### config.mk
export PLATFORM = sky130hd
export DESIGN_NAME = overlay_blend
export DESIGN_NICKNAME = d
export VERILOG_FILES = /design/src/rtl/video_stream_pkg.sv /design/src/rtl/overlay_blend.sv
export SDC_FILE = /design/constraint.sdc
export NUM_CORES = 1
export LEC_CHECK = 0
export ABC_AREA = 1
export BUFFER_PORTS_ARGS = -buffer_cell sky130_fd_sc_hd__buf_2
export CELL_PAD_IN_SITES_DETAIL_PLACEMENT = 1
export CELL_PAD_IN_SITES_GLOBAL_PLACEMENT = 2
export CORE_UTILIZATION = 29
export DETAILED_ROUTE_END_ITERATION = 7
export MAX_ROUTING_LAYER = met4
export PLACE_DENSITY_LB_ADDON = 0.08
export SYNTH_ARGS = -nofsm -noshare
export SYNTH_HDL_FRONTEND = slang
export SYNTH_SLANG_ARGS = --single-unit
### constraint.sdc
create_clock -name clk -period 4.6 [get_ports clk]
set_clock_uncertainty 0.15 [all_clocks]
set_input_delay 0.23 -clock clk [delete_from_list [all_inputs] [get_ports clk]]
set_output_delay 0.23 -clock clk [all_outputs]
set_load 0.005 [all_outputs]
### src/rtl/video_stream_pkg.sv
package video_stream_pkg;

   typedef enum logic [2:0] {
      dtype_frame_start = 3'd0,
      dtype_row_end     = 3'd1,
      dtype_frame_end   = 3'd2,
      dtype_pixel       = 3'd3
   } stream_dtype_t;

   typedef struct packed {
      logic          dv;
      stream_dtype_t dtype;
      logic [7:0]    data0;   // y
      logic [7:0]    data1;   // u
      logic [7:0]    data2;   // v
      logic [15:0]   meta;
   } stream_beat_t;

   // chroma is shared by the pair, v rides in the high pixel and u in the low one
   typedef struct packed {
      logic [2:0] a;
      logic [6:0] y;
      logic [5:0] v;
   } ovl_px_hi_t;

   typedef struct packed {
      logic [2:0] a;
      logic [6:0] y;
      logic [5:0] u;
   } ovl_px_lo_t;

   typedef struct packed {
      ovl_px_hi_t hi;   // second pixel of the pair
      ovl_px_lo_t lo;   // first pixel
   } ovl_pair_t;

   typedef union packed {
      logic [31:0] raw;
      ovl_pair_t   pair;
   } ovl_word_t;

endpackage

### src/rtl/overlay_blend.sv
`timescale 1ns/1ps

module overlay_blend import video_stream_pkg::*; #(
   parameter int DIM_WIDTH = 11
) (
   input  logic                 clk,
   input  logic                 resetb,
   input  logic                 enable,
   input  logic [DIM_WIDTH-1:0] col_start,
   input  logic [DIM_WIDTH-1:0] row_start,
   input  logic [DIM_WIDTH-1:0] num_cols,
   input  logic [DIM_WIDTH-1:0] num_rows,
   input  ovl_word_t            ovl_data,
   output logic                 ovl_adv,
   output logic                 ovl_restart,
   input  stream_beat_t         beat_in,
   output stream_beat_t         beat_out
);

   logic [DIM_WIDTH-1:0] row_pos;
   logic [DIM_WIDTH-1:0] col_pos;
   logic [DIM_WIDTH-1:0] row_end;
   logic [DIM_WIDTH-1:0] col_end;
   logic                 phase;   // high on the second pixel of a pair
   logic                 in_rect;
   logic                 ovl_en;
   logic                 ovl_sel;
   logic [2:0]           ovl_a;
   logic [7:0]           ovl_y;
   logic [7:0]           ovl_u;
   logic [7:0]           ovl_v;
   stream_beat_t         mixed;

   function automatic logic [7:0] blend_chan(
      input logic [7:0] base,
      input logic [7:0] ovl,
      input logic [2:0] a
   );
      logic [2:0]  b;
      logic [10:0] sum;
      b   = 3'd7 - a;
      sum = 11'(base) * 11'(b) + 11'(ovl) * 11'(a);   // weights add to 7, fits in 11 bits
      if (a == 3'd7)
         return ovl;
      else if (a == 3'd0)
         return base;
      else
         return sum[10:3];
   endfunction

   assign row_end = row_start + num_rows;
   assign col_end = col_start + num_cols;
   assign in_rect = row_pos >= row_start && row_pos < row_end &&
                    col_pos >= col_start && col_pos < col_end;
   assign ovl_en  = enable && beat_in.dv && beat_in.dtype == dtype_pixel && in_rect;
   assign ovl_adv = ovl_en && phase;   // word used up after its high pixel

   always_comb begin
      if (phase) begin
         ovl_a   = ovl_data.pair.hi.a;
         ovl_y   = {ovl_data.pair.hi.y, 1'b0};
         ovl_sel = ovl_data.pair.hi != '0;
      end else begin
         ovl_a   = ovl_data.pair.lo.a;
         ovl_y   = {ovl_data.pair.lo.y, 1'b0};
         ovl_sel = ovl_data.pair.lo != '0;
      end
      ovl_u = {ovl_data.pair.lo.u, 2'b00};
      ovl_v = {ovl_data.pair.hi.v, 2'b00};

      mixed = beat_in;
      if (ovl_en && ovl_sel) begin   // all-zero half means transparent
         mixed.data0 = blend_chan(beat_in.data0, ovl_y, ovl_a);
         mixed.data1 = blend_chan(beat_in.data1, ovl_u, ovl_a);
         mixed.data2 = blend_chan(beat_in.data2, ovl_v, ovl_a);
      end
   end

   always_ff @(posedge clk or negedge resetb) begin
      if (!resetb) begin
         beat_out    <= '0;
         row_pos     <= '0;
         col_pos     <= '0;
         phase       <= 1'b0;
         ovl_restart <= 1'b0;
      end else if (!enable) begin
         beat_out    <= beat_in;
         row_pos     <= '0;
         col_pos     <= '0;
         phase       <= 1'b0;
         ovl_restart <= 1'b0;
      end else begin
         beat_out    <= mixed;
         ovl_restart <= beat_in.dv && beat_in.dtype == dtype_frame_end;
         if (beat_in.dv) begin
            case (beat_in.dtype)
               dtype_frame_start: begin
                  row_pos <= '0;
                  col_pos <= '0;
               end
               dtype_row_end: begin
                  row_pos <= row_pos + 1'b1;
                  col_pos <= '0;
               end
               dtype_pixel: col_pos <= col_pos + 1'b1;
               dtype_frame_end: phase <= 1'b0;   // next frame opens on a low pixel
               default: ;
            endcase
         end
         if (ovl_en)
            phase <= !phase;
      end
   end

endmodule

Word-level counts from Yosys, hierarchy flattened
Index checks and enable logic that the tools add are counted.

word-level totals
  flip-flop bits (word level) = 68
  bits of input ports = 123
  output and inout port bits = 46
  logic and storage cells = 77

operators by class
  $add $sub $neg = 8
  $mul = 6
  order comparisons = 4
  equal/unequal tests = 9
  muxes and demuxes = 22
  reductions and logical operators = 18

operator list
  operator                                                number
  2-to-1 mux 8 bit                                        7
  adder 11 bit                                            5
  multiplier 8 x 3 -> 11 bit                              4
  2-to-1 mux 11 bit                                       4
  one-hot mux 11 bit (2 select lines)                     2
  2-to-1 mux 40 bit                                       1
  nonzero test 16 bit                                     2
  2-to-1 mux 24 bit                                       1
  adder 11 x 1 -> 11 bit (second input constant)          2
  >= comparator 11 bit                                    2
  less-than comparator 11 bit                             2
  multiplier 6 x 3 -> 9 bit                               2
  logical AND 1 bit                                       9
  inequality test 3 x 1 -> 1 bit (second input constant)  3
  == test 3 x 2 -> 1 bit (second input constant)          2
  zero test 3 bit                                         2
  2-to-1 mux 1 bit                                        6
  AND reduction 2 bit                                     3
  == test 3 x 1 -> 1 bit (second input constant)          1
  == test 3 bit (second input constant)                   1
  2-to-1 mux 3 bit                                        1
  inequality test 3 x 2 -> 1 bit (second input constant)  1
  subtractor 3 bit (first input constant)                 1
  inequality test 2 x 1 -> 1 bit (second input constant)  1
  2 further kinds                                         2

Depth between registers and ports, before layout
  depth after elaboration = 9
  gate-level depth with buffers = 31
  mapped depth without buffers = 30

Worst setup path after synthesis
OpenSTA, ideal clock, no wires.

  path kind = reg2reg
  from = register phase
  to = register beat_out[30] in the netlist's numbering
  setup time = 116 ps
  arrival = 4144 ps
  data required time = 4334 ps
  path slack = 189 ps
  cell stages (with the launch flop) = 24
  path buffers = 2
  clock period less this slack = 4411 ps
  cells stage by stage = dfrtp_1 buf_6 nand2_1 nand2_4 inv_2 buf_1 nor2_1 fa_1 ha_1 inv_1 fa_1 inv_1 a21oi_1 xnor2_1 fa_1 ha_1 nand2_1 or2_2 nand4_1 nand2_1 o21ai_1 nand2_1 nand2_1 nand2_1

between the ends
  word-level cells in the longest chain between the ends = 8
  elaborated cells on any way between the ends = 13
  classes of those cells = 2 x add/sub; 2 x mul; 1 x eq/ne; 6 x mux; 2 x reduce/logical

ends and longest elaborated chain
  item                        RTL line              RTL
  from (decl)                 overlay_blend.sv:24   logic phase;
  from (signal assigned)      overlay_blend.sv:111  phase <= !phase;
  2-to-1 mux 3 bit            overlay_blend.sv:59   if (phase) begin
  subtractor 3 bit            overlay_blend.sv:41   b = 3'd7 - a;
  multiplier 8 x 3 -> 11 bit  overlay_blend.sv:42   sum = 11'(base) * 11'(b) + 11'(ovl) * 11'(a);
  adder 11 bit                overlay_blend.sv:42
  2-to-1 mux 8 bit            overlay_blend.sv:45   else if (a == 3'd0)
  2-to-1 mux 8 bit            overlay_blend.sv:43   if (a == 3'd7)
  2-to-1 mux 24 bit (*)       overlay_blend.sv:72   if (ovl_en && ovl_sel) begin
  2-to-1 mux 40 bit (*)       overlay_blend.sv:86   end else if (!enable) begin
  to (signal assigned)        overlay_blend.sv:87   beat_out <= beat_in;
  to (signal assigned)        overlay_blend.sv:93   beat_out <= mixed;
  to (decl)                   overlay_blend.sv:17   output stream_beat_t beat_out

Mark *: on every way between the ends. The rest lies on a longest branch, timed or not.
A chain may end at the register's enable or synchronous reset.

Worst setup path after layout
  from = register phase
  to = register beat_out[37] in the netlist's numbering

Same word-level chain as after synthesis.

==> results.sh <==
export IMPL_status="finished clean"
export IMPL_post_drt_wl_per_cell_um=16.4
export IMPL_synth_area_leaders="dfrtp_1 (18%), ha_1 (15%), nand2_1 (15%), fa_1 (14%), inv_1 (9.3%)"
export IMPL_use_met3=0.0261
export IMPL_synthDistinctLibCells=45
export IMPL_ys_ff_latch=68
export IMPL_ys_seq_area_frac=0.184
export IMPL_slowest_stage="fa_1"
export IMPL_drc_errors=0
export IMPL_finalHoldViolations=0
export IMPL_sequentialPowerShare=0.212
export IMPL_synthFlopType="dfrtp_1"
export IMPL_grt_pass1_wl_um=51000
export IMPL_cts_tree="built"
export IMPL_layout_min_cycle_time_ps=4410
export IMPL_final_nets=1825
export IMPL_relSlewSlack=0.338
export IMPL_path_cells="or2_4, nand2_8, buf_4, nor2_1, fa_1, fa_1, inv_1, fa_1, inv_1, ha_1, a21oi_1, nand2_2, nand2_1, nand2_1, or2_2, nand3_1, a21boi_1, nand2_1, nand2_1"
export IMPL_cts_sinks=68
export IMPL_root_buffer="clkbuf_16"
export IMPL_yosysMostFrequentCell="nand2_1"
export IMPL_viasPerCell=4.62
export IMPL_fin_area_mm2=0.0114
export IMPL_synthToLayoutAreaGrowth_pct=22.9
export IMPL_worst_slack_ps=194
export IMPL_grt_max_degree=69
export IMPL_total_leakage_power_nw=6.37
export IMPL_synthArstFlopShare=1.00
export IMPL_clk_path_buf_depth=2
export IMPL_worst_pin_slew_ps=993
export IMPL_swShare=0.428
export IMPL_syn_instance_count=1311
export IMPL_grt_usage=0.208
export IMPL_num_io_pins=169
export IMPL_finalPower_mw=2.95
export IMPL_ir_drop_mv=0.161
export IMPL_crit_buf_inv=3
export IMPL_routabilityCongestion=0.856
export IMPL_dieArea_mm2=0.0326
export IMPL_first_pass_iters=4
export IMPL_cp_start_kind="register"
export IMPL_synth_avg_cell_area_um2=7.05
export IMPL_h_tree_depth=3
export IMPL_min_path_type="input pin to register"
export IMPL_start_util=0.298
export IMPL_grt_pass1_vias=9228
export IMPL_drtIter0Drc=324
export IMPL_drv_cap=0
export IMPL_cts_made_buffers=9
export IMPL_combPwrFrac=0.553
export IMPL_p_switching_mw=1.26
export IMPL_power_density_mw_per_mm2=260
export IMPL_portBuffers=168
export IMPL_place_area_mm2=0.0105
export IMPL_worst_ep_required_time_ps=4710
export IMPL_p_int_mw=1.69
export IMPL_antenna_cells=0
export IMPL_endpoint_kind="register"
export IMPL_top_usage_layer="met2"
export IMPL_num_vias=8897
export IMPL_synth_edf_count=0
export IMPL_drive_gt1_frac=0.165
export IMPL_clockPowerShare=0.235
export IMPL_drv_slew=0
export IMPL_period_share=0.958
export IMPL_core_area_mm2=0.0310
export IMPL_crit_path_frequent_cell="nand2_1"
export IMPL_arrival_ps=4510
export IMPL_setup_viol=0
export IMPL_synth_top_area_cell="dfrtp_1"
export IMPL_yosysWarnings=0
export IMPL_synthTopCellsByCount="nand2_1 (363), inv_1 (230), nor2_1 (137), ha_1 (111), a21oi_1 (74)"
export IMPL_dp_hpwl_um=25100
export IMPL_clkTransAtPathRegs_ps=70
export IMPL_die_height_um=180
export IMPL_wl_um=31500
export IMPL_syn_area_mm2=0.00924
export IMPL_dp_slack_ps=-49.0
export IMPL_synth_top_cell_area_share=0.184
export IMPL_worstPathMaxFanout=8
export IMPL_overflow=0
export IMPL_drtAntennaViolNets=0
export IMPL_clk_insertion_delay_late_ps=370
export IMPL_std_cell_rows=64
export IMPL_critical_path_class="register to register"
export IMPL_met2_usage=0.351
export IMPL_cp_top_family="adder cells"
export IMPL_grtUsageMet1=0.265
export IMPL_synth_nets=1611
export IMPL_antenna_found_initial=0
export IMPL_max_freq_mhz=227
export IMPL_cp_slowest_stage_delay_ps=550
export IMPL_fp_dieW_um=180
[placed cells by master (no fill, tap or decap), types with 27 or more instances in the layout]
| cell | count |
|---|---|
| dlygate4sd3_1 | 39 |
| a21oi_1 | 70 |
| buf_2 | 167 |
| o21ai_0 | 28 |
| dfrtp_1 | 67 |
| nor2_1 | 137 |
| fa_1 | 64 |
| xor2_1 | 27 |
| nand2_1 | 362 |
| nand4_1 | 31 |
| inv_1 | 227 |
| nand3_1 | 60 |
| ha_1 | 104 |
[per-stage QoR]
stage | instances | TNS (ps) | hold WS, ps | util
2_1_floorplan | 1311 | 0 | -216 | -
3_3_place_gp | 1863 | 0 | 188 | 0.340
3_5_place_dp | 1863 | -70.5 | 190 | 0.340
4_1_cts | 1917 | 0 | 2.22 | 0.361
5_1_grt | 1925 | -26.6 | 33.4 | 0.366
6_report | 1925 | 0 | 20.9 | 0.366
[cell families after synthesis]
family / share of synthesized area
adders and majority gates: 0.293
and+or+nand+nor: 0.295
DFF: 0.184
xor gates and xnor gates: 0.0351
AOI/OAI and AO/OA: 0.0809
buffers and inverters: 0.111
[area by class of cell]
class / count / area [um2]
well taps: 396 / 495
clock inverters: 1 / 7.51
fillers: 3934 / 19600
repair buffers: 227 / 1390
flip-flops and latches: 68 / 1700
clock buffers: 14 / 264
inverters: 236 / 902
multi-input cells: 983 / 6590
[power groups by stage]
stage	registers, mW	clock network (mW)	logic (mW)
after detailed placement	0.637	0	1.56
after global routing	0.627	0.740	1.88
after global placement	0.637	0	1.54
after CTS	0.626	0.731	1.59
after floorplan	0.639	0	1.12
final	0.626	0.695	1.63
[routing by layer]
layer  routed length [um]  vias to the layer above  share of wire
met1                14600                     4212           0.46
met3                  849                       24          0.027
met4                  440                        0          0.014
met2                15700                      122           0.50
met5                    0                        -              0
li1                     -                     4539              -
[worst paths after layout]
kind,endpoint,slack (ps),depth (start not counted),startpoint
min in group asynchronous,beat_out[36]$_DFF_PN0_,450,2,resetb
max reg2reg,beat_out[37]$_DFF_PN0_,190,19,phase$_DFFE_PN0P_
max in group asynchronous,phase$_DFFE_PN0P_,3170,2,resetb
min,beat_out[27]$_DFF_PN0_,20,3,beat_in[27]
min reg2reg,row_pos[7]$_DFFE_PN0P_,440,2,row_pos[7]$_DFFE_PN0P_
max,beat_out[37]$_DFF_PN0_,190,19,phase$_DFFE_PN0P_
[what timing repair did]
action                                  CTS  global route
resized for setup                         1            31
endpoints found under the setup margin    2            11
hold buffers                             39             0
endpoints found under the hold margin   106             0
buffers inserted                          0             8
pin swaps                                 0            13
[flip-flops by register name, summed over array words and instances (netlist names)]
| register | count |
|---|---|
| ovl_restart | 1 |
| beat_out | 44 |
| row_pos | 11 |
| phase | 1 |
| col_pos | 11 |
[worst register-to-register path: cells and delay by family (launching register included)]
kind                       cells  cell delay (ps)
adders and majority gates      4             1920
and+or+nand+nor               10             1180
AOI/OAI and AO/OA              2              320
DFF                            1              470
buffers and inverters          3              260
No activity file was read; power rests on OpenSTA's default activity.
