===== src/rtl/video_stream_pkg.sv =====
package video_stream_pkg;

   typedef enum logic [2:0] {
      dtype_frame_start = 3'd0,
      dtype_row_end     = 3'd1,
      dtype_frame_end   = 3'd2,
      dtype_pixel       = 3'd3
   } stream_dtype_t;

   typedef struct packed {
      logic          dv;
      stream_dtype_t dtype;
      logic [7:0]    data0;   // y
      logic [7:0]    data1;   // u
      logic [7:0]    data2;   // v
      logic [15:0]   meta;
   } stream_beat_t;

   // chroma is shared by the pair, v rides in the high pixel and u in the low one
   typedef struct packed {
      logic [2:0] a;
      logic [6:0] y;
      logic [5:0] v;
   } ovl_px_hi_t;

   typedef struct packed {
      logic [2:0] a;
      logic [6:0] y;
      logic [5:0] u;
   } ovl_px_lo_t;

   typedef struct packed {
      ovl_px_hi_t hi;   // second pixel of the pair
      ovl_px_lo_t lo;   // first pixel
   } ovl_pair_t;

   typedef union packed {
      logic [31:0] raw;
      ovl_pair_t   pair;
   } ovl_word_t;

endpackage


===== src/rtl/ovl_bus_pkg.sv =====
package ovl_bus_pkg;

   localparam int axil_addr_width = 8;
   localparam int axil_data_width = 32;
   localparam int mem_addr_width  = 16;   // widest RAM address a request can carry

   localparam logic [1:0] axil_resp_okay = 2'b00;

   // register map
   localparam logic [7:0] reg_ctrl     = 8'h00;   // bit 0 enable
   localparam logic [7:0] reg_origin   = 8'h04;   // row start high, col start low
   localparam logic [7:0] reg_size     = 8'h08;   // rows high, cols low
   localparam logic [7:0] reg_mem_addr = 8'h0C;   // RAM write pointer
   localparam logic [7:0] reg_mem_data = 8'h10;   // store word, bump pointer

   typedef struct packed {
      logic                       awvalid;
      logic [axil_addr_width-1:0] awaddr;
      logic                       wvalid;
      logic [axil_data_width-1:0] wdata;
      logic                       bready;
      logic                       arvalid;
      logic [axil_addr_width-1:0] araddr;
      logic                       rready;
   } axil_req_t;

   typedef struct packed {
      logic                       awready;
      logic                       wready;
      logic                       bvalid;
      logic [1:0]                 bresp;
      logic                       arready;
      logic                       rvalid;
      logic [axil_data_width-1:0] rdata;
      logic [1:0]                 rresp;
   } axil_rsp_t;

   typedef struct packed {
      logic                        req;
      logic                        we;
      logic [mem_addr_width-1:0]   addr;
      video_stream_pkg::ovl_word_t wdata;
   } mem_req_t;

endpackage


===== src/rtl/ovl_fetch.sv =====
`timescale 1ns/1ps

module ovl_fetch import video_stream_pkg::*, ovl_bus_pkg::*; #(
   parameter int OVL_ADDR_WIDTH = 10
) (
   input  logic      clk,
   input  logic      resetb,
   output mem_req_t  mem_req,
   input  ovl_word_t rdata,
   input  logic      ovl_adv,
   input  logic      ovl_restart,
   output ovl_word_t ovl_data
);

   logic [OVL_ADDR_WIDTH-1:0] rd_addr;
   ovl_word_t                 cur_word;
   ovl_word_t                 buf_word;
   logic                      cur_vld;
   logic                      buf_vld;
   logic                      rd_pend;   // rdata holds our word this cycle
   ovl_word_t                 nxt_cur;
   ovl_word_t                 nxt_buf;
   logic                      nxt_cur_vld;
   logic                      nxt_buf_vld;
   logic                      issue;

   always_comb begin
      nxt_cur     = cur_word;
      nxt_cur_vld = cur_vld;
      nxt_buf     = buf_word;
      nxt_buf_vld = buf_vld;
      if (ovl_adv) begin   // promote the prefetched word
         nxt_cur     = buf_word;
         nxt_cur_vld = buf_vld;
         nxt_buf_vld = 1'b0;
      end
      if (rd_pend) begin
         if (!nxt_cur_vld) begin
            nxt_cur     = rdata;
            nxt_cur_vld = 1'b1;
         end else begin
            nxt_buf     = rdata;
            nxt_buf_vld = 1'b1;
         end
      end
   end

   // read again as soon as a slot is free for the returning word
   assign issue    = !ovl_restart && !(nxt_cur_vld && nxt_buf_vld);
   assign ovl_data = cur_word;

   always_comb begin
      mem_req.req   = issue;
      mem_req.we    = 1'b0;
      mem_req.addr  = mem_addr_width'(rd_addr);
      mem_req.wdata = '0;
   end

   always_ff @(posedge clk or negedge resetb) begin
      if (!resetb) begin
         rd_addr <= '0;
         cur_vld <= 1'b0;
         buf_vld <= 1'b0;
         rd_pend <= 1'b0;
      end else if (ovl_restart) begin   // drop everything, in-flight read too
         rd_addr <= '0;
         cur_vld <= 1'b0;
         buf_vld <= 1'b0;
         rd_pend <= 1'b0;
      end else begin
         cur_vld <= nxt_cur_vld;
         buf_vld <= nxt_buf_vld;
         rd_pend <= issue;
         if (issue)
            rd_addr <= rd_addr + 1'b1;
      end
   end

   always_ff @(posedge clk) begin
      cur_word <= nxt_cur;
      buf_word <= nxt_buf;
   end

endmodule


===== config.mk =====
export PLATFORM = sky130hd
export DESIGN_NAME = ovl_fetch
export DESIGN_NICKNAME = d
export VERILOG_FILES = /design/src/rtl/video_stream_pkg.sv /design/src/rtl/ovl_bus_pkg.sv /design/src/rtl/ovl_fetch.sv
export SDC_FILE = /design/constraint.sdc
export NUM_CORES = 1
export LEC_CHECK = 0
export BUFFER_PORTS_ARGS = -buffer_cell sky130_fd_sc_hd__buf_2
export CORE_UTILIZATION = 54
export DETAILED_ROUTE_END_ITERATION = 6
export HOLD_SLACK_MARGIN = 0.08
export PLACE_DENSITY = 0.85
export SKIP_CTS_REPAIR_TIMING = 1
export SYNTH_ARGS = -nofsm -noshare
export SYNTH_HDL_FRONTEND = slang
export SYNTH_SLANG_ARGS = --single-unit

===== constraint.sdc =====
create_clock -name clk -period 4.1 [get_ports clk]
set_input_delay 0.82 -clock clk [delete_from_list [all_inputs] [get_ports clk]]
set_output_delay 0.82 -clock clk [all_outputs]
set_load 0.01 [all_outputs]

# Yosys cells after proc, flatten, opt, wreduce, memory -nomap -nowiden
# Cells that the tools add are included.
dict set report op_classes {
  order_cmp 0
  add_sub_neg 1
  bitwise 0
  n_shift 0
  div 0
  mux 13
  mul 0
  eq_ne 0
  reduce_logical 6
}
# op count
set op_table {}
lappend op_table {{two-way mux 32 bit} 3}
lappend op_table {{two-way mux 10 bit} 2}
lappend op_table {{adder 10 x 1 -> 10 bit, second input constant} 1}
lappend op_table {{two-way mux 1 bit} 8}
lappend op_table {{logical AND 1 bit} 2}
lappend op_table {{logical NOT 1 bit} 2}
lappend op_table {{AND reduction 2 bit} 1}
lappend op_table {{nonzero test 2 bit} 1}
dict set report totals {
  out_inout_bits 82
  latch_bits 0
  inputBits 36
  ram_bits 0
  word_cells 26
  regBits 77
  memories 0
  romBits 0
}

# Depth between registers and ports, before layout
# Gate-level depths: netlist (run 1).
dict set report depth {
  ltp_word 8
  depth_mapped 6
  mapped_depth_nobuf 5
}

# Worst setup path before layout (run 1)
# OpenSTA, ideal clock, no wires.
dict set report synth_path {
  kind {in2reg}
  startpoint {input ovl_adv}
  endpoint {register buf_word[0] (netlist name), enable pin}
  path_stages 4
  setup_ns 0.421
  t_required_ns 3.679
  path_buffers 1
  t_arrival_ns 2.581
  path_slack_ns 1.098
  cell_sequence {buf_4 nor2b_4 a21oi_1 nor2_1}
}
dict set report synth_between {
  elab_chain_len 2
}
# item line_no
set synth_rtl {}
lappend synth_rtl {{start: declaration} ovl_fetch.sv:10} ;# input logic ovl_adv,
lappend synth_rtl {{two-way mux 1 bit} ovl_fetch.sv:32} ;# if (ovl_adv) begin
lappend synth_rtl {{AND reduction 2 bit (no line)} n/a}
lappend synth_rtl {{end signal: assignment} ovl_fetch.sv:81} ;# buf_word <= nxt_buf;
lappend synth_rtl {{end: declaration} ovl_fetch.sv:17} ;# ovl_word_t buf_word;
# No other way between the ends.
# A chain may end at the register's enable or synchronous reset.

==> results.tsv, run 1 <==
metric	value	unit
CP Capture Type	primary output	
number of global-route vias before repair	1861	
CP arrival	1.66	ns
Multi-input gate area	0.00123	sq mm
status	finished, final reports clean	
initial antenna violation count	0	
clock skew	0.00827	ns
area growth from synthesis to layout	13.5	%
H-tree depth	3	
routed wire length	5280	um
Final Core Density	0.641	
Register Area	0.00193	sq mm
Antenna diodes	0	
Tot GR Track Use	0.171	
total core area	0.00599	sq mm
CTS tree	yes	
Yosys reg bits	77	
Avg Vias per Cell	4.92	
Fillers	500	
IO Count	118	
CP max stage delay	0.36	ns
critical path's most frequent cell	buf_2	
final net count	369	
die area	0.00659	sq mm
Port Buffer Count	78	
slew of the pin with the lowest slew margin	0.949	ns
Pre-antenna DRT Iters	4	
Avg Cell Area, Syn	13.4	sq um
chip width	81.2	um
fin cells	412	
unrepaired setup endpoints after global routing	no	
setup TNS	0	ns
cells along the critical path	buf_2 > nor2b_4 > maj3_2 > nor2_1 > buf_2	
grt ovf	0	
clk_lat worst skew	0.34	ns
crit share post-route	0.605	
count of cell types in the netlist	34	
count of final setup violators	0	
Pwr Density	424	mW/mm^2
Power Total	1.63	mW
first-pass GRT wire length	8280	um
RD Place Congestion	0.737	
post-DP HPWL	3600	um
Num CTS Buffers	9	
DR iter-0 viols	126	
Routed wire per std cell	12.8	um
worst vdd rail ir drop	266	uV
FF-to-FF path depth	4	
Post-Syn Instances	253	
largest net degree at the start of global routing	36	
sequential area share after synthesis	0.569	
Worst slew margin	0.366	
Cell Area, Synth	0.00338	sq mm
Maximum Capacitance Violations	0	
Hold Path Class	input pin to async pin	
Sink Count	77	
Clock Tree Buf Depth	2	
share of post-route cells with drive strength above 1	0.490	
Worst path slowest cell	maj3_2	
maximum fanout along the worst path	6	
clock root cell	clkbuf_8	
Antenna Nets Post-Route	0	
Slew Viols, Final	0	
placed insts	396	
starting density of the core	0.565	
Pleak	1.65	nW
worst reg-to-reg setup slack	2.13	ns
Worst-path clk slew	0.08	ns
DR DRC count	0	
crit path kind	input pin to primary output	
count of final hold-check violations	0	
WP data required	3.28	ns
fmax	0.403	GHz
Vert. Die Dim	81.2	um
crit path launch type	input pin	
DR vias	2025	
origin of the critical flop-to-flop path	cur_vld	
Worst R2R End	ovl_data[2]	
Yosys warning count	0	
row cnt	28	
Tmin final	2.48	ns
[final cells by class]
| type | count | share of cell area |
|---|---|---|
| Timing Repair Buffer | 79 | 0.104 |
| Tap cell | 75 | 0.0244 |
| Multi-Input combinational cell | 161 | 0.321 |
| Inverter | 4 | 0.00391 |
| Sequential cell | 77 | 0.502 |
| Clock buffer | 10 | 0.0358 |
| Clock inverter | 6 | 0.0101 |
[state kept, by name (all words and copies together) (netlist names)]
signal and cells:
rd_pend 1, buf_word 32, cur_vld 1, buf_vld 1, rd_addr 10, ovl_data 32
[cell families after synthesis]
group / after synthesis / share of synthesized area
other: 1 / 0.00111
flip-flops: 77 / 0.569
buffers and inverters: 53 / 0.111
AO/OA/AOI/OAI: 19 / 0.0307
AND/OR/NAND/NOR: 32 / 0.0510
adder cells (fa/ha/maj): 2 / 0.00702
XOR/XNOR: 1 / 0.00259
multiplexers: 68 / 0.227
[synth_stat cells (all sizes together)]
| cell type | number | area [sq um] |
|---|---|---|
| a22oi | 1 | 7.51 |
| buf | 45 | 347 |
| mux2 | 67 | 758 |
| maj3 | 1 | 11.3 |
| ha | 1 | 12.5 |
| a31oi | 1 | 6.26 |
| edfxtp | 32 | 961 |
| or3 | 4 | 25.0 |
| conb | 1 | 3.75 |
| nand2 | 3 | 13.8 |
| nor3 | 2 | 10.0 |
| nand4 | 1 | 6.26 |
| inv | 4 | 15.0 |
| o211ai | 1 | 7.51 |
| dfrtp | 13 | 325 |
| xor2 | 1 | 8.76 |
| and2 | 1 | 6.26 |
| clkbuf | 4 | 15.0 |
| dfxtp | 32 | 641 |
| nor2b | 4 | 32.5 |
| or4 | 1 | 7.51 |
| mux2i | 1 | 10.0 |
| nand3 | 3 | 15.0 |
| and3 | 1 | 6.26 |
| a21oi | 8 | 40.0 |
| o31ai | 1 | 7.51 |
| nor2 | 10 | 37.5 |
| o21ai | 7 | 35.0 |
| nand2b | 2 | 12.5 |
[routing by layer]
layer / track usage / vias to the layer above / wire (um)
li1: - / 981 / -
met5: 0 / - / 0
met2: 0.270 / 89 / 2580
met1: 0.206 / 947 / 2220
met4: 0.0732 / 0 / 71
met3: 0.0708 / 8 / 405
[worst max-delay path: cells and delay by family]
family        cells  cell delay, ns
fa+ha+maj         1            0.36
simple gates      2            0.22
buf+inv           2            0.27
[through the flow]
stage	area [sq um]	hold slack, ns	setup WS, ns
final	3840	0.349	1.62
after global routing	3840	0.361	1.57
after CTS	3840	0.348	1.59
after detailed placement	3660	0.549	1.31
after global placement	3660	0.537	1.32
after floorplan	3530	0.524	1.10
[worst max-delay path by stage]
| stage | start | end | slack, ns | cells past startpoint |
|---|---|---|---|---|
| 2_1_floorplan | ovl_adv | buf_word[0] | 1.10 | 4 |
| 3_3_place_gp | ovl_adv | ovl_data[2] | 1.32 | 5 |
| 3_5_place_dp | ovl_adv | ovl_data[2] | 1.31 | 5 |
| 4_1_cts | ovl_adv | mem_req[49] | 1.59 | 5 |
| 5_1_grt | ovl_adv | mem_req[49] | 1.57 | 5 |
| 6_report | ovl_adv | mem_req[49] | 1.62 | 5 |
[cell usage in the layout (no fill, tap or decap), types with 3 or more instances in the layout]
cell / synthesis / layout
nand3_1: 3 / 3
edfxtp_1: 32 / 32
conb_1: 1 / 39
inv_1: 4 / 4
dfxtp_1: 32 / 32
nor2_1: 10 / 9
clkbuf_8: 0 / 10
nor2b_1: 3 / 3
mux2_2: 66 / 66
buf_2: 1 / 78
o21ai_0: 7 / 7
dfrtp_1: 13 / 13
a21oi_1: 8 / 8
or3_1: 4 / 4
[report_power, final]
part           leakage (nW)  internal [mW]  total [mW]  switching, mW
Clock                0.0897          0.234       0.500          0.266
Sequential            0.737          0.860       0.890         0.0302
Combinational         0.822          0.121       0.240          0.118
Total                  1.65           1.21        1.63          0.415
(Power assumes the default switching activity.)
==> run 2, diff against run 1 <==
--- a/config.mk
+++ b/config.mk
@@ -5,11 +5,12 @@
 export SDC_FILE = /design/constraint.sdc
 export NUM_CORES = 1
 export LEC_CHECK = 0
+export ABC_AREA = 1
 export BUFFER_PORTS_ARGS = -buffer_cell sky130_fd_sc_hd__buf_2
-export CORE_UTILIZATION = 54
+export CORE_UTILIZATION = 45
 export DETAILED_ROUTE_END_ITERATION = 6
 export HOLD_SLACK_MARGIN = 0.08
-export PLACE_DENSITY = 0.85
+export PLACE_DENSITY = 0.76
 export SKIP_CTS_REPAIR_TIMING = 1
 export SYNTH_ARGS = -nofsm -noshare
 export SYNTH_HDL_FRONTEND = slang
==> constraint.sdc (replaced) <==
create_clock -name clk -period 2 [get_ports clk]
set_input_delay 0.4 -clock clk [delete_from_list [all_inputs] [get_ports clk]]
set_output_delay 0.4 -clock clk [all_outputs]
set_load 0.01 [all_outputs]
==> results.tsv, run 2 <==
metric	value	unit	change
area growth from synthesis to layout	16.2	%	
crit path kind	flop to primary output		
CP arrival	1.40	ns	-0.26 ns
Post-Syn Instances	343		+36%
starting density of the core	0.476		-0.0889
row cnt	30		+7.1%
top-count cell post-synth	nand2_1		
DR iter-0 viols	84		-33%
largest net degree at the start of global routing	33		-8.3%
Yosys reg bits	77		unchanged
count of final hold-check violations	0		unchanged
routed wire length	6310	um	+19%
asr flop ratio synth	0.169		unchanged
DR DRC count	0		unchanged
Antenna Nets Post-Route	0		unchanged
WP data required	1.60	ns	-1.68 ns
Sink Count	77		unchanged
clock skew	0.00723	ns	-0.00104 ns
CP Capture Type	primary output		
RD Place Congestion	0.809		+9.7%
Routed wire per std cell	12.0	um	-6.2%
sequential area share after synthesis	0.583		+0.0136
Port Buffer Count	78		unchanged
most frequent cells in the layout	nand2_1 (94), buf_2 (78), nor2_1 (40)		
Avg Vias per Cell	4.63		-5.8%
Final WS setup	0.200	ns	-1.42 ns
IO Count	118		unchanged
Worst-path clk slew	0.08	ns	about the same
number of global-route vias before repair	2169		+17%
crit path launch type	flop		
Yosys warning count	0		unchanged
final instance area	0.00384	sq mm	about the same
unrepaired setup endpoints after global routing	no		
Pleak	1.82	nW	+11%
Slew Viols, Final	0		unchanged
Maximum Capacitance Violations	0		unchanged
area post-placement	0.00363	sq mm	-0.96%
Area contributors post-synth	edfxtp_1 (29%), dfxtp_1 (19%), nand2_1 (11%)		
area leader, netlist	edfxtp_1		
grt ovf	0		unchanged
post-DP HPWL	4380	um	+22%
pre-CTS setup slack	0.248	ns	-1.06 ns
Vert. Die Dim	87.7	um	+8.1%
Tot GR Track Use	0.168		-0.00275
post-synth top area share	0.291		+0.00677
fmax	0.556	GHz	
Hold Path Class	input pin to flop		
count of cell types in the netlist	29		-15%
Power Total	3.54	mW	+120%
DR vias	2430		+20%
synth cell count leaders	nand2_1 (94), buf_4 (40), nor2_1 (40)		
Pwr Density	922	mW/mm^2	+120%
worst hold margin	0.263	ns	-0.0865 ns
Cell Area, Synth	0.00331	sq mm	-2.3%
first-pass GRT wire length	9940	um	+20%
Pre-antenna DRT Iters	4		unchanged
Primary FF master, synth	edfxtp_1		
share of post-route cells with drive strength above 1	0.261		-0.229
clk_lat worst skew	0.33	ns	about the same
commonest non-fill, non-tap cell in the layout	nand2_1		
Tmin final	1.80	ns	
Num CTS Buffers	9		unchanged
chip width	87.7	um	+8.1%
status	finished, final reports clean		
Post-synth EDFFs	32		unchanged
total core area	0.00694	sq mm	+16%
crit share post-route	0.900		
CTS tree	yes		
setup TNS	0	ns	unchanged
final net count	461		+25%
Clock Tree Buf Depth	2		unchanged
H-tree depth	3		unchanged
maximum fanout along the worst path	11		+5
worst vdd rail ir drop	436	uV	+64%
die area	0.00769	sq mm	+17%
count of final setup violators	0		unchanged
Antenna diodes	0		unchanged
Avg Cell Area, Syn	9.64	sq um	-28%
clock root cell	clkbuf_8		
initial antenna violation count	0		unchanged
-- run 2: cell types whose count changed in the layout (fill, tap and decap cells not counted), sizes merged, moves of 6 or more --
cell	previous run	this run
buf	79	85
nor2	10	41
mux2	67	0
inv	4	12
nand2	3	101
a31oi	1	32
nand3	3	9
-- run 2: cell type report --
cell class	count	area (sq um)
fillers	646	3100
multi-input cells	237	1070
flip-flops and latches	77	1930
well taps	96	120
clock inverters	3	43.8
clock buffers	13	159
repair buffers	86	465
inverters	13	53.8
-- run 2: metrics by stage --
step,utilization,std cells
floorplan,-,381
detailed placement,0.523,508
CTS,0.552,524
global route,0.553,525
global placement,0.523,508
finish,0.553,525
-- run 2: critical path: stages, from the launching register on --
cell and delay, ns:
dfrtp_1 0.40, inv_1 0.06, nand2_1 0.05, nand3_2 0.10, nand2_2 0.07, nand2_4 0.14
nand2_4 0.07, inv_2 0.06, buf_2 0.12
-- run 2: layer usage --
metal	vias to the layer above	GRT usage	share of wire
met5	-	0	0
met4	0	0.0671	0.0082
met3	5	0.0330	0.039
met2	71	0.280	0.49
met1	1139	0.217	0.47
li1	1215	-	-
-- run 2: path summary, 6_finish.rpt --
kind	startpoint	endpoint	slack (ns)	cells past startpoint
worst max-delay path	buf_vld	mem_req[49]	0.20	8
worst min-delay path	rdata[14]	buf_word[14]	0.26	1
worst max register to register	buf_vld	ovl_data[6]	0.63	7
worst min register to register	ovl_data[25]	ovl_data[25]	0.48	2
max in group asynchronous	resetb	rd_addr[4]	1.27	2
min in group asynchronous	resetb	rd_addr[7]	0.50	2
-- run 2: where the power goes --
part	leakage (nW)	internal, mW	total [mW]	switching (mW)
Clock	0.104	0.647	1.16	0.515
Combinational	0.977	0.197	0.522	0.325
Sequential	0.741	1.79	1.86	0.0706
-- run 2: kinds of logic (layout without fill, tap and decap cells) --
kind of cell	count (synthesis)	after routing	share of synthesized area
compound gates	41	41	0.0757
xor+xnor	2	2	0.00530
fa+ha+maj	1	1	0.00378
buf+inv	67	115	0.135
flops	77	77	0.583
other cells	1	39	0.00113
simple gates	154	154	0.196
