===== config.mk =====
export PLATFORM = sky130hd
export DESIGN_NAME = ovl_regs
export DESIGN_NICKNAME = d
export VERILOG_FILES = /design/src/rtl/video_stream_pkg.sv /design/src/rtl/ovl_bus_pkg.sv /design/src/rtl/ovl_regs.sv
export SDC_FILE = /design/constraint.sdc
export NUM_CORES = 1
export LEC_CHECK = 0
export BUFFER_PORTS_ARGS = -buffer_cell sky130_fd_sc_hd__buf_2
export CAP_MARGIN = 20
export CORE_AREA = 5 5 101 127
export CTS_CLUSTER_DIAMETER = 80
export DETAILED_ROUTE_END_ITERATION = 7
export DIE_AREA = 0 0 106 132
export PLACE_DENSITY = 0.75
export RECOVER_POWER = 50
export SLEW_MARGIN = 30
export SYNTH_ARGS = -nofsm -noshare
export SYNTH_HDL_FRONTEND = slang
export SYNTH_SLANG_ARGS = --single-unit
export TNS_END_PERCENT = 10

===== constraint.sdc =====
create_clock -name clk -period 1.73 [get_ports clk]
set_clock_uncertainty 0.1 [all_clocks]
set_input_delay 0.173 -clock clk [delete_from_list [all_inputs] [get_ports clk]]
set_output_delay 0.173 -clock clk [all_outputs]
set_load 0.02 [all_outputs]

===== src/rtl/video_stream_pkg.sv =====
package video_stream_pkg;

   typedef enum logic [2:0] {
      dtype_frame_start = 3'd0,
      dtype_row_end     = 3'd1,
      dtype_frame_end   = 3'd2,
      dtype_pixel       = 3'd3
   } stream_dtype_t;

   typedef struct packed {
      logic          dv;
      stream_dtype_t dtype;
      logic [7:0]    data0;   // y
      logic [7:0]    data1;   // u
      logic [7:0]    data2;   // v
      logic [15:0]   meta;
   } stream_beat_t;

   // chroma is shared by the pair, v rides in the high pixel and u in the low one
   typedef struct packed {
      logic [2:0] a;
      logic [6:0] y;
      logic [5:0] v;
   } ovl_px_hi_t;

   typedef struct packed {
      logic [2:0] a;
      logic [6:0] y;
      logic [5:0] u;
   } ovl_px_lo_t;

   typedef struct packed {
      ovl_px_hi_t hi;   // second pixel of the pair
      ovl_px_lo_t lo;   // first pixel
   } ovl_pair_t;

   typedef union packed {
      logic [31:0] raw;
      ovl_pair_t   pair;
   } ovl_word_t;

endpackage


===== src/rtl/ovl_bus_pkg.sv =====
package ovl_bus_pkg;

   localparam int axil_addr_width = 8;
   localparam int axil_data_width = 32;
   localparam int mem_addr_width  = 16;   // widest RAM address a request can carry

   localparam logic [1:0] axil_resp_okay = 2'b00;

   // register map
   localparam logic [7:0] reg_ctrl     = 8'h00;   // bit 0 enable
   localparam logic [7:0] reg_origin   = 8'h04;   // row start high, col start low
   localparam logic [7:0] reg_size     = 8'h08;   // rows high, cols low
   localparam logic [7:0] reg_mem_addr = 8'h0C;   // RAM write pointer
   localparam logic [7:0] reg_mem_data = 8'h10;   // store word, bump pointer

   typedef struct packed {
      logic                       awvalid;
      logic [axil_addr_width-1:0] awaddr;
      logic                       wvalid;
      logic [axil_data_width-1:0] wdata;
      logic                       bready;
      logic                       arvalid;
      logic [axil_addr_width-1:0] araddr;
      logic                       rready;
   } axil_req_t;

   typedef struct packed {
      logic                       awready;
      logic                       wready;
      logic                       bvalid;
      logic [1:0]                 bresp;
      logic                       arready;
      logic                       rvalid;
      logic [axil_data_width-1:0] rdata;
      logic [1:0]                 rresp;
   } axil_rsp_t;

   typedef struct packed {
      logic                        req;
      logic                        we;
      logic [mem_addr_width-1:0]   addr;
      video_stream_pkg::ovl_word_t wdata;
   } mem_req_t;

endpackage


===== src/rtl/ovl_regs.sv =====
`timescale 1ns/1ps

module ovl_regs import ovl_bus_pkg::*; #(
   parameter int DIM_WIDTH      = 11,
   parameter int OVL_ADDR_WIDTH = 10
) (
   input  logic                 clk,
   input  logic                 resetb,
   input  axil_req_t            axil_req,
   output axil_rsp_t            axil_rsp,
   output logic                 enable,
   output logic [DIM_WIDTH-1:0] col_start,
   output logic [DIM_WIDTH-1:0] row_start,
   output logic [DIM_WIDTH-1:0] num_cols,
   output logic [DIM_WIDTH-1:0] num_rows,
   output mem_req_t             mem_req,
   input  logic                 mem_gnt
);

   logic                      wr_ready;   // awready and wready together
   logic                      ar_ready;
   logic                      bvalid;
   logic                      rvalid;
   logic                      mem_pend;   // RAM write waiting for the arbiter
   logic [OVL_ADDR_WIDTH-1:0] wr_ptr;
   logic [31:0]               mem_wdata;
   logic [31:0]               rdata;
   logic                      wr_fire;
   logic                      rd_fire;
   logic [31:0]               rd_word;

   assign wr_fire = axil_req.awvalid && axil_req.wvalid && wr_ready;
   assign rd_fire = axil_req.arvalid && ar_ready;

   always_comb begin
      case (axil_req.araddr)
         reg_ctrl:     rd_word = {31'd0, enable};
         reg_origin:   rd_word = {16'(row_start), 16'(col_start)};
         reg_size:     rd_word = {16'(num_rows), 16'(num_cols)};
         reg_mem_addr: rd_word = 32'(wr_ptr);
         default:      rd_word = '0;   // RAM is write-only from the bus
      endcase
   end

   always_ff @(posedge clk or negedge resetb) begin
      if (!resetb) begin
         wr_ready  <= 1'b0;
         ar_ready  <= 1'b0;
         bvalid    <= 1'b0;
         rvalid    <= 1'b0;
         mem_pend  <= 1'b0;
         wr_ptr    <= '0;
         enable    <= 1'b0;
         col_start <= '0;
         row_start <= '0;
         num_cols  <= '0;
         num_rows  <= '0;
      end else begin
         // one write at a time, nothing new until the response is taken
         wr_ready <= axil_req.awvalid && axil_req.wvalid && !wr_ready && !bvalid && !mem_pend;
         ar_ready <= axil_req.arvalid && !ar_ready && !rvalid;

         if (wr_fire) begin
            case (axil_req.awaddr)
               reg_ctrl: enable <= axil_req.wdata[0];
               reg_origin: begin
                  col_start <= axil_req.wdata[DIM_WIDTH-1:0];
                  row_start <= axil_req.wdata[16 +: DIM_WIDTH];
               end
               reg_size: begin
                  num_cols <= axil_req.wdata[DIM_WIDTH-1:0];
                  num_rows <= axil_req.wdata[16 +: DIM_WIDTH];
               end
               reg_mem_addr: wr_ptr <= axil_req.wdata[OVL_ADDR_WIDTH-1:0];
               default: ;
            endcase
            if (axil_req.awaddr == reg_mem_data)
               mem_pend <= 1'b1;
            else
               bvalid <= 1'b1;
         end

         if (mem_pend && mem_gnt) begin
            mem_pend <= 1'b0;
            wr_ptr   <= wr_ptr + 1'b1;
            bvalid   <= 1'b1;   // response only once the word is in RAM
         end

         if (bvalid && axil_req.bready)
            bvalid <= 1'b0;

         if (rd_fire)
            rvalid <= 1'b1;
         else if (rvalid && axil_req.rready)
            rvalid <= 1'b0;
      end
   end

   always_ff @(posedge clk) begin
      if (wr_fire)
         mem_wdata <= axil_req.wdata;
      if (rd_fire)
         rdata <= rd_word;
   end

   always_comb begin
      axil_rsp.awready = wr_ready;
      axil_rsp.wready  = wr_ready;
      axil_rsp.bvalid  = bvalid;
      axil_rsp.bresp   = axil_resp_okay;
      axil_rsp.arready = ar_ready;
      axil_rsp.rvalid  = rvalid;
      axil_rsp.rdata   = rdata;
      axil_rsp.rresp   = axil_resp_okay;

      mem_req.req       = mem_pend;
      mem_req.we        = 1'b1;
      mem_req.addr      = mem_addr_width'(wr_ptr);
      mem_req.wdata.raw = mem_wdata;
   end

endmodule


; Word level (Yosys, flattened, before mapping)
; Index checks and enable logic that the tools add are counted.
[word_totals]
ff_bits = 124
latchBits = 0
mem_bits_rw = 0
romBits = 0
input_bits = 56
output_inout_bits = 136
word_cells = 64
memories = 0
[classes]
n_addsub = 1
multipliers = 0
div_mod_pow = 0
magnitude_cmp = 0
eq_ne = 8
shift = 0
mux = 13
n_bitwise = 0
reduce_logical = 29
[ops]
columns = cell, n
row1 = 27-bit one-hot mux with 4 select lines, 1
row2 = 8-bit by 4-bit == test with 1-bit output (second input constant), 4
row3 = 10-bit 2-to-1 mux, 3
row4 = 8-bit by 3-bit == test with 1-bit output (second input constant), 2
row5 = 8-bit zero test, 2
row6 = 2-bit AND reduction, 6
row7 = 1-bit logical AND, 11
row8 = 10-bit by 1-bit adder with 10-bit output (second input constant), 1
row9 = 1-bit 2-to-1 mux, 9
row10 = 8-bit by 5-bit == test with 1-bit output (second input constant), 1
row11 = 2-bit nonzero test, 4
row12 = 1-bit zero test, 5
row13 = 3-bit by 1-bit != test with 1-bit output (second input constant), 1
row14 = 3-bit nonzero test, 1

; Logic depth before layout (Yosys ltp)
; Gate-level depths: netlist (run 1).
[depth]
ltp_word = 5
ltp_mapped = 6
mapped_depth_nobuf = 5

; Least setup slack after synthesis (run 1)
; OpenSTA, ideal clock, no wires.
[synth_path]
path_kind = flip-flop to flip-flop
startpoint = register wr_ptr[0]
endpoint = register wr_ptr[6]
setup_time_ps = 125
arrival_time_ps = 1533
t_required_ps = 1505
setup_slack_ps = -28
stages_incl_launch_ff = 7
n_path_buf = 1
synth_period_minus_slack_ps = 1758
path_cell_list = dfrtp_1 -> ha_1 -> and3_1 -> clkbuf_1 -> nand3_1 -> xnor2_1 -> mux2_4
[synth_via]
elab_chain_cells = 2
[synth_lines]
columns = item, line_no
row1 = start: declaration, ovl_regs.sv:25  ; logic [OVL_ADDR_WIDTH-1:0] wr_ptr;
row2 = start signal: assignment, ovl_regs.sv:74  ; reg_mem_addr: wr_ptr <= axil_req.wdata[OVL_ADDR_WIDTH-1:0];
row3 = start signal: assignment, ovl_regs.sv:85  ; wr_ptr <= wr_ptr + 1'b1;
row4 = 10-bit by 1-bit adder with 10-bit output, ovl_regs.sv:85
row5 = 10-bit 2-to-1 mux, ovl_regs.sv:83  ; if (mem_pend && mem_gnt) begin
; No other way between the ends.
; A chain may end at the register's enable or synchronous reset.

; Worst setup path after layout (run 1)
[layout_path]
startpoint = register wr_ready
endpoint = register num_cols[4]
[layout_via]
elab_chain_cells = 2
[layout_lines]
columns = item, line_no
row1 = start: declaration, ovl_regs.sv:20  ; logic wr_ready;
row2 = start signal: assignment, ovl_regs.sv:60  ; wr_ready <= axil_req.awvalid && axil_req.wvalid && !wr_ready && !bvalid && !mem_pend;
row3 = 1-bit logical AND, ovl_regs.sv:32  ; assign wr_fire = axil_req.awvalid && axil_req.wvalid && wr_ready;
row4 = 2-bit AND reduction (no line), n/a
row5 = end signal: assignment, ovl_regs.sv:71  ; num_cols <= axil_req.wdata[DIM_WIDTH-1:0];
row6 = end: declaration, ovl_regs.sv:14  ; output logic [DIM_WIDTH-1:0] num_cols,
; No other way between the ends.

==> metrics.cfg, run 1 <==
[run_status]
outcome = complete, no violations

[die]
die_area_um2 = 14000
core-area_um2 = 11500
fp-row-count = 44
die_y_um = 132
initial_utilization = 0.430
io-pin-count = 192
die_x_um = 106

[yosys]
synth_top_area_cell = edfxtp_1
synth.top_cell.area_share = 0.330
synthArstFlopShare = 0.526
syn_avg_cell_area_um2 = 14.8
ys_types = 43
yosys_warnings = 0
synth_edf_count = 54
synth_area_um2 = 4920
ys_seq_area_frac = 0.635
postSynthCellCount = 333
synthTopCellsByArea = edfxtp_1 33%, dfrtp_1 31%, mux2_2 7.8%
ys_ff_latch = 114
synth_top_flop_cell = dfrtp_1

[sta]
fin_crit_ps = 1650
max_slew_margin = 0.364
holdWs_ps = 97.6
slew_viol_final = 0
finalCritPeriodShare = 0.952
setup_tns_ps = 0
final_hold_viol_count = 0
rsz0062_at_grt = false
clock.fmax_ghz = 0.607
report.final.setup_viol = 0
worstMarginPinSlew_ps = 953

[setup_path]
reg2reg_depth = 4
critPathLaunchType = flop
crit_slowest_cell = dfrtp_1
r2r_start = wr_ready
crit_fanout = 22
cp.required_ps = 1920
path_depth = 4
worstReg2RegEnd = num_cols[4]
end_kind = flop
path_buf_inv = 1
crit_chain = and4b_4 > and4b_1 > buf_12 > mux2_2
worst-r2r-setup-slack_ps = 80
arrival_ps = 1840
slowest_delay_ps = 350
critPathTopFamily = simple AND/OR/NAND/NOR gates
criticalPathCategory = reg2reg

[power]
vdd_ir_drop_max_mv = 0.611
leakage_nw = 3.16
power_density_nw_per_um2 = 1040

[worst_hold_path]
min_path_type = in2reg
holdPathEnd = rdata[0]
min_from = axil_req[6]
hold_depth = 3

[global_route]
grt_overflow_total = 0
grt_use_total = 0.196
antenna_found_initial = 0
grt_pass1_wl_um = 21200
grt_max_degree = 26
grt_pass1_vias = 3886

[final_layout]
syn2layout_area_growth_pct = 38.0
fin_nets = 615
drive_gt1_frac = 0.359
n_antenna_cell = 0
design_area_um2 = 6790
mostFrequentLayoutCell = buf_2
final_cell_mix = 91 x buf_2, 84 x clkbuf_1, 59 x dfrtp_1, 54 x edfxtp_1, 41 x dlygate4sd3_1

[detailed_routing]
drcViolationCount = 0
drt-initial-drc-count = 180
finalWirelength_um = 13500
wl_per_cell_um = 19.1
routed_via_density = 5.09
ant_nets = 0
vias = 3606
drt_first_pass_iters = 4

[place]
place.gp.congestion = 0.842
placedInstanceArea_um2 = 5900
portBuffers = 170
dp_hpwl_um = 9630

[clock_network]
insertion_delay_ps = 410
clk_pin_slew_ps = 50
cts_tree = done
htreeDepth = 4
post_cts_buffers = 0
cts_buffers = 17
cts_num_sinks = 114
cts-root-buf = clkbuf_16
clock_path_buffers = 2

[flow_run]
maxCapViolations = 0

[timing repair]
item,CTS,global route
hold buffers,41,0
endpoints found under the setup margin,0,3
gates resized for setup,0,2
endpoints found under the hold margin,108,0
[worst min-delay path, stage by stage]
cell    delay (ps)
buf_2           70
nor2_1          50
and3_1         130
[routing by layer]
layer | GRT usage | share of wire | vias to the layer above
met5 | 0 | 0 | -
met4 | 0.0720 | 0.016 | 0
met3 | 0.0652 | 0.073 | 18
met2 | 0.341 | 0.53 | 158
met1 | 0.223 | 0.38 | 1781
li1 | - | - | 1649
[kinds of logic (layout without fill, tap and decap cells)]
group | Yosys count | after routing | share of synthesized area
XOR/XNOR | 1 | 1 | 0.00178
flip-flops | 114 | 114 | 0.635
AO/OA/AOI/OAI | 47 | 47 | 0.0707
AND/OR/NAND/NOR | 64 | 64 | 0.0755
other | 2 | 21 | 0.00153
multiplexers | 57 | 57 | 0.149
buffers and inverters | 47 | 266 | 0.0646
adder cells (fa/ha/maj) | 1 | 1 | 0.00254
[sequential cells by signal (all words and copies together), names as in the netlist]
register,count
wr_ready,1
enable,1
ar_ready,1
rvalid,1
num_cols,11
mem_wdata,32
row_start,11
bvalid,1
rdata,22
wr_ptr,10
num_rows,11
col_start,11
mem_pend,1
[cells in the mapped netlist, drive strengths merged, types with 3 or more instances]
library cell   n
clkbuf         8
nand2          7
dfrtp         60
edfxtp        54
a21oi          5
a22oi         21
o211a          5
mux2          55
buf           37
nand3          5
nor4           3
o21ai          6
a31oi          3
nor2          24
nand4          4
and3           6
[cell type report]
cell class | instances | area [um2]
clock buffers | 20 | 437
clock inverters | 12 | 164
fillers | 964 | 4660
inverters | 2 | 7.51
multi-input cells | 191 | 1560
flip-flops and latches | 114 | 3120
well taps | 138 | 173
repair buffers | 232 | 1330
[through the flow]
step / instances / setup WS, ps / total power [mW] / util
after floorplan: 352 / 3.75 / 3.31 / -
after global placement: 636 / 58.7 / 3.50 / 0.516
after detailed placement: 636 / 19.8 / 3.51 / 0.516
after CTS: 709 / 26.2 / 7.13 / 0.604
after global routing: 709 / 13.2 / 7.28 / 0.593
final: 709 / 82.9 / 7.06 / 0.593
[how the worst max path moves through the flow]
stage / startpoint / end / slack, ps
2_1_floorplan: wr_ptr[1] / wr_ptr[6] / 4
3_3_place_gp: axil_req[45] / wr_ptr[6] / 60
3_5_place_dp: axil_req[3] / rdata[19] / 20
4_1_cts: wr_ptr[0] / wr_ptr[6] / 30
5_1_grt: wr_ptr[0] / wr_ptr[6] / 10
6_report: wr_ready / num_cols[4] / 80
[power breakdown]
part / leakage (nW) / internal, mW / switching, mW
combinational: 1.54 / 0.192 / 0.339
clock: 0.291 / 2.39 / 1.17
sequential: 1.33 / 2.93 / 0.0440
Note: power is estimated with default switching activity, not from simulation.
==> inputs of run 2 (changes only) <==
- CAP_MARGIN: 20 -> unset
- MAX_ROUTING_LAYER: unset -> met4
==> run 2 against run 1 <==
Compared with the run above: power is 0.12% lower; non-clock buffer count stayed put; die area stayed put; largest power group unchanged; flip-flop and latch count stayed put.
==> metrics.cfg, run 2 (synthesized netlist as in run 1, its figures left out) <==
[run_status]
outcome = complete, no violations

[sta]
clock.fmax_ghz = 0.608
slew_viol_final = 0
final_hold_viol_count = 0
worstMarginPinSlew_ps = 955
max_slew_margin = 0.362
rsz0062_at_grt = false
setup_tns_ps = 0
finalCritPeriodShare = 0.950
report.final.setup_viol = 0
fin_crit_ps = 1640

[place]
dp_hpwl_um = 9630
place_inst = 636
place.gp.congestion = 0.855
portBuffers = 170
placedInstanceArea_um2 = 5900

[clock_network]
clk_pin_slew_ps = 50
insertion_delay_ps = 400
post_cts_buffers = 0
htreeDepth = 4
cts_num_sinks = 114
cts-root-buf = clkbuf_16
cts_tree = done
clock_path_buffers = 2
cts_buffers = 17

[die]
io-pin-count = 192
fp-row-count = 44
core-area_um2 = 11500
die_area_um2 = 14000
die_x_um = 106
initial_utilization = 0.430
die_y_um = 132

[final_layout]
final_cell_mix = 91 x buf_2, 84 x clkbuf_1, 59 x dfrtp_1, 54 x edfxtp_1, 41 x dlygate4sd3_1
n_fill_cell = 964
top_regs = mem_wdata (32), rdata (22)
top_register = mem_wdata
design_area_um2 = 6790
drive_gt1_frac = 0.359
largest_reg_flops = 32
final_cells = 709
mostFrequentLayoutCell = buf_2
fin_nets = 615
syn2layout_area_growth_pct = 38.0
n_antenna_cell = 0

[setup_path]
cp.required_ps = 1910
r2r_start = wr_ready
crit_fanout = 22
criticalPathCategory = reg2reg
end_kind = flop
arrival_ps = 1830
worst-r2r-setup-slack_ps = 90
reg2reg_depth = 4
worstReg2RegEnd = num_cols[1]
critPathLaunchType = flop

[worst_hold_path]
min_from = axil_req[5]
hold_depth = 3
min_path_type = in2reg
holdPathEnd = rdata[0]

[detailed_routing]
drt-initial-drc-count = 168
ant_nets = 0
vias = 3601
routed_via_density = 5.08
wl_per_cell_um = 19.1
finalWirelength_um = 13500
drt_first_pass_iters = 4
drcViolationCount = 0

[global_route]
grt_pass1_vias = 3899
grt_max_degree = 26
grt_pass1_wl_um = 21200
antenna_found_initial = 0
grt_overflow_total = 0
grt_use_total = 0.201

[power]
leakage_nw = 3.16
vdd_ir_drop_max_mv = 0.601
power_density_nw_per_um2 = 1040

[flow_run]
maxCapViolations = 0

-- run 2: how the worst max path moves through the flow --
stage	from	end	slack (ps)	depth (start not counted)
2_1_floorplan	wr_ptr[1]	wr_ptr[6]	4	6
3_3_place_gp	axil_req[45]	wr_ptr[6]	60	5
3_5_place_dp	axil_req[3]	rdata[19]	20	5
4_1_cts	wr_ptr[0]	wr_ptr[6]	30	5
5_1_grt	wr_ptr[0]	wr_ptr[6]	10	5
6_report	wr_ready	num_cols[1]	90	4
-- run 2: what timing repair did --
item                                   in CTS  in global routing
resized for setup                           0                  2
setup endpoints to repair                   0                  3
endpoints found under the hold margin     108                  0
hold buffers                               41                  0
-- run 2: area by class of cell --
type	instances	area, um2	area share
Tap cell	138	173	0.0254
Clock buffer	20	437	0.0643
Inverter	2	7.51	0.00111
Clock inverter	12	164	0.0241
Multi-Input combinational cell	191	1560	0.229
Sequential cell	114	3120	0.460
Timing Repair Buffer	232	1330	0.196
-- run 2: routing by layer --
layer | global-route usage | part of all wire
met2 | 0.340 | 0.53
met1 | 0.225 | 0.39
met5 | - | 0
met3 | 0.0608 | 0.064
met4 | 0.0720 | 0.013
-- run 2: per-stage QoR --
stage	hold WS (ps)	worst slack, ps	utilization	power [mW]
global route	94.8	13.6	0.593	7.28
finish	105	85.7	0.593	7.05
global placement	150	58.7	0.516	3.50
detailed placement	141	19.8	0.516	3.51
CTS	77.4	26.2	0.604	7.13
floorplan	-223	3.75	-	3.31
-- run 2: power by group --
| part | internal [mW] | switching [mW] |
|---|---|---|
| logic | 0.192 | 0.339 |
| clock network | 2.39 | 1.16 |
| registers | 2.93 | 0.0441 |
| total | 5.51 | 1.55 |
-- run 2: worst max-delay path: stages, from the launching register on --
cell	delay, ps
dfrtp_1	350
and4b_4	250
and4b_1	260
buf_12	200
mux2_2	350
==> inputs of run 3 (changes only) <==
- PLACE_DENSITY: 0.75 -> 0.73
==> run 3 against run 2 <==
Compared with the run above: sequential share of layout area shrank 0.55 points; utilization grew 0.72 points; critical path depth grew 1; non-clock buffer count grew 3; worst hold slack gained 8.1 ps; count of clock-buffer cells in the layout is the same; combinational power grew 3%; flip-flop and latch count is the same; first-iteration DRC count grew 1.2%; sequential power is essentially flat; critical path type is now in2reg; highest routed layer unchanged.
==> metrics.cfg, run 3 (synthesized netlist as in run 1, its figures left out) <==
[run_status]
outcome = complete, no violations

[final_layout]
top_regs = mem_wdata (32), rdata (22)
final_util = 0.600
syn2layout_area_growth_pct = 39.7
drive_gt1_frac = 0.369
design_area_um2 = 6870
final_cells = 712
final_cell_mix = 90 x buf_2, 82 x clkbuf_1, 59 x dfrtp_1, 54 x edfxtp_1, 41 x dlygate4sd3_1
mostFrequentLayoutCell = buf_2
top_register = mem_wdata
n_antenna_cell = 0
fin_nets = 618
largest_reg_flops = 32

[sta]
slew_viol_final = 0
clock.fmax_ghz = 0.595
holdWs_ps = 113
setup_tns_ps = 0
worstMarginPinSlew_ps = 1040
fin_ws_ps = 50.1
finalCritPeriodShare = 0.971
final_hold_viol_count = 0
report.final.setup_viol = 0
rsz0062_at_grt = false
fin_crit_ps = 1680
max_slew_margin = 0.302

[die]
die_y_um = 132
die_x_um = 106
io-pin-count = 192
initial_utilization = 0.430
core-area_um2 = 11500
fp-row-count = 44
die_area_um2 = 14000

[setup_path]
cp.required_ps = 1920
end_kind = flop
crit_fanout = 5
arrival_ps = 1870
criticalPathCategory = in2reg
critPathLaunchType = input pin

[clock_network]
clk_pin_slew_ps = 50
cts_buffers = 17
clock_path_buffers = 2
cts_num_sinks = 114
cts-root-buf = clkbuf_16
cts_tree = done
insertion_delay_ps = 400
htreeDepth = 4

[global_route]
grt_use_total = 0.205
grt_pass1_vias = 4065
grt_overflow_total = 0
antenna_found_initial = 0
grt_max_degree = 61
grt_pass1_wl_um = 21700

[detailed_routing]
finalWirelength_um = 14100
routed_via_density = 5.10
wl_per_cell_um = 19.8
drt-initial-drc-count = 170
vias = 3629
drcViolationCount = 0
drt_first_pass_iters = 4
ant_nets = 0

[power]
power_density_nw_per_um2 = 1010
pwr-share-seq = 0.427
power_mw = 6.96
vdd_ir_drop_max_mv = 0.567
internal-power_mw = 5.41
swShare = 0.223
power_frac_clock = 0.495
p_comb_frac = 0.079
p_switching_mw = 1.55
leakage_nw = 3.20

[place]
placedInstanceArea_um2 = 5910
dp_hpwl_um = 9340
place_inst = 635
place_ws_ps = -46.8
place.gp.congestion = 0.795
portBuffers = 170

[flow_run]
maxCapViolations = 0

[worst_hold_path]
min_path_type = in2reg

==> run 3: cell count changes in the layout (fill, tap and decap cells not counted), moves of 2 or more <==
| cell | delta |
|---|---|
| buf_4 | +4 |
| clkbuf_1 | -2 |
| clkbuf_16 | +2 |
| clkbuf_2 | -4 |
==> run 3: worst paths after layout <==
check                           slack [ps]          end  cells after the start         start
worst min-delay path                   110     rdata[0]                      3   axil_req[5]
worst min register to register         380     ar_ready                      1        rvalid
max in group asynchronous              490    wr_ptr[0]                      3        resetb
worst max register to register          60  num_cols[8]                      4      wr_ready
worst max-delay path                    50  num_cols[8]                      5  axil_req[43]
min in group asynchronous              410     ar_ready                      3        resetb
==> run 3: cell type report <==
type	instances	area [um2]
flip-flops and latches	114	3120
fillers	956	4580
repair buffers	235	1420
multi-input cells	191	1560
inverters	2	7.51
well taps	138	173
clock inverters	12	140
clock buffers	20	447
==> run 3: power by group through the flow <==
| stage | Clock (mW) | Combinational (mW) | Sequential (mW) |
|---|---|---|---|
| 6_report | 3.44 | 0.547 | 2.97 |
| 2_1_floorplan | 0 | 0.227 | 3.08 |
| 3_3_place_gp | 0 | 0.485 | 3.01 |
| 5_1_grt | 3.63 | 0.592 | 2.97 |
| 3_5_place_dp | 0 | 0.496 | 3.02 |
| 4_1_cts | 3.50 | 0.567 | 2.97 |
==> run 3: per-layer routing <==
metal,vias to the layer above,GRT usage,part of all wire
met3,26,0.0500,0.063
li1,1654,-,-
met2,158,0.341,0.51
met4,0,0.0878,0.024
met5,-,-,0
met1,1791,0.236,0.40
==> run 3: what timing repair did <==
item                                   CTS  global route
hold buffers                            41             0
endpoints found under the hold margin  150             0
gates resized for setup                  0             4
buffers inserted                         0             2
setup endpoints to repair                0            29
==> run 3: worst max-delay path, stage by stage <==
cell and delay (ps):
dlygate4sd3_1 570, and4b_4 270, and4b_4 330, clkbuf_16 190, mux2_2 330
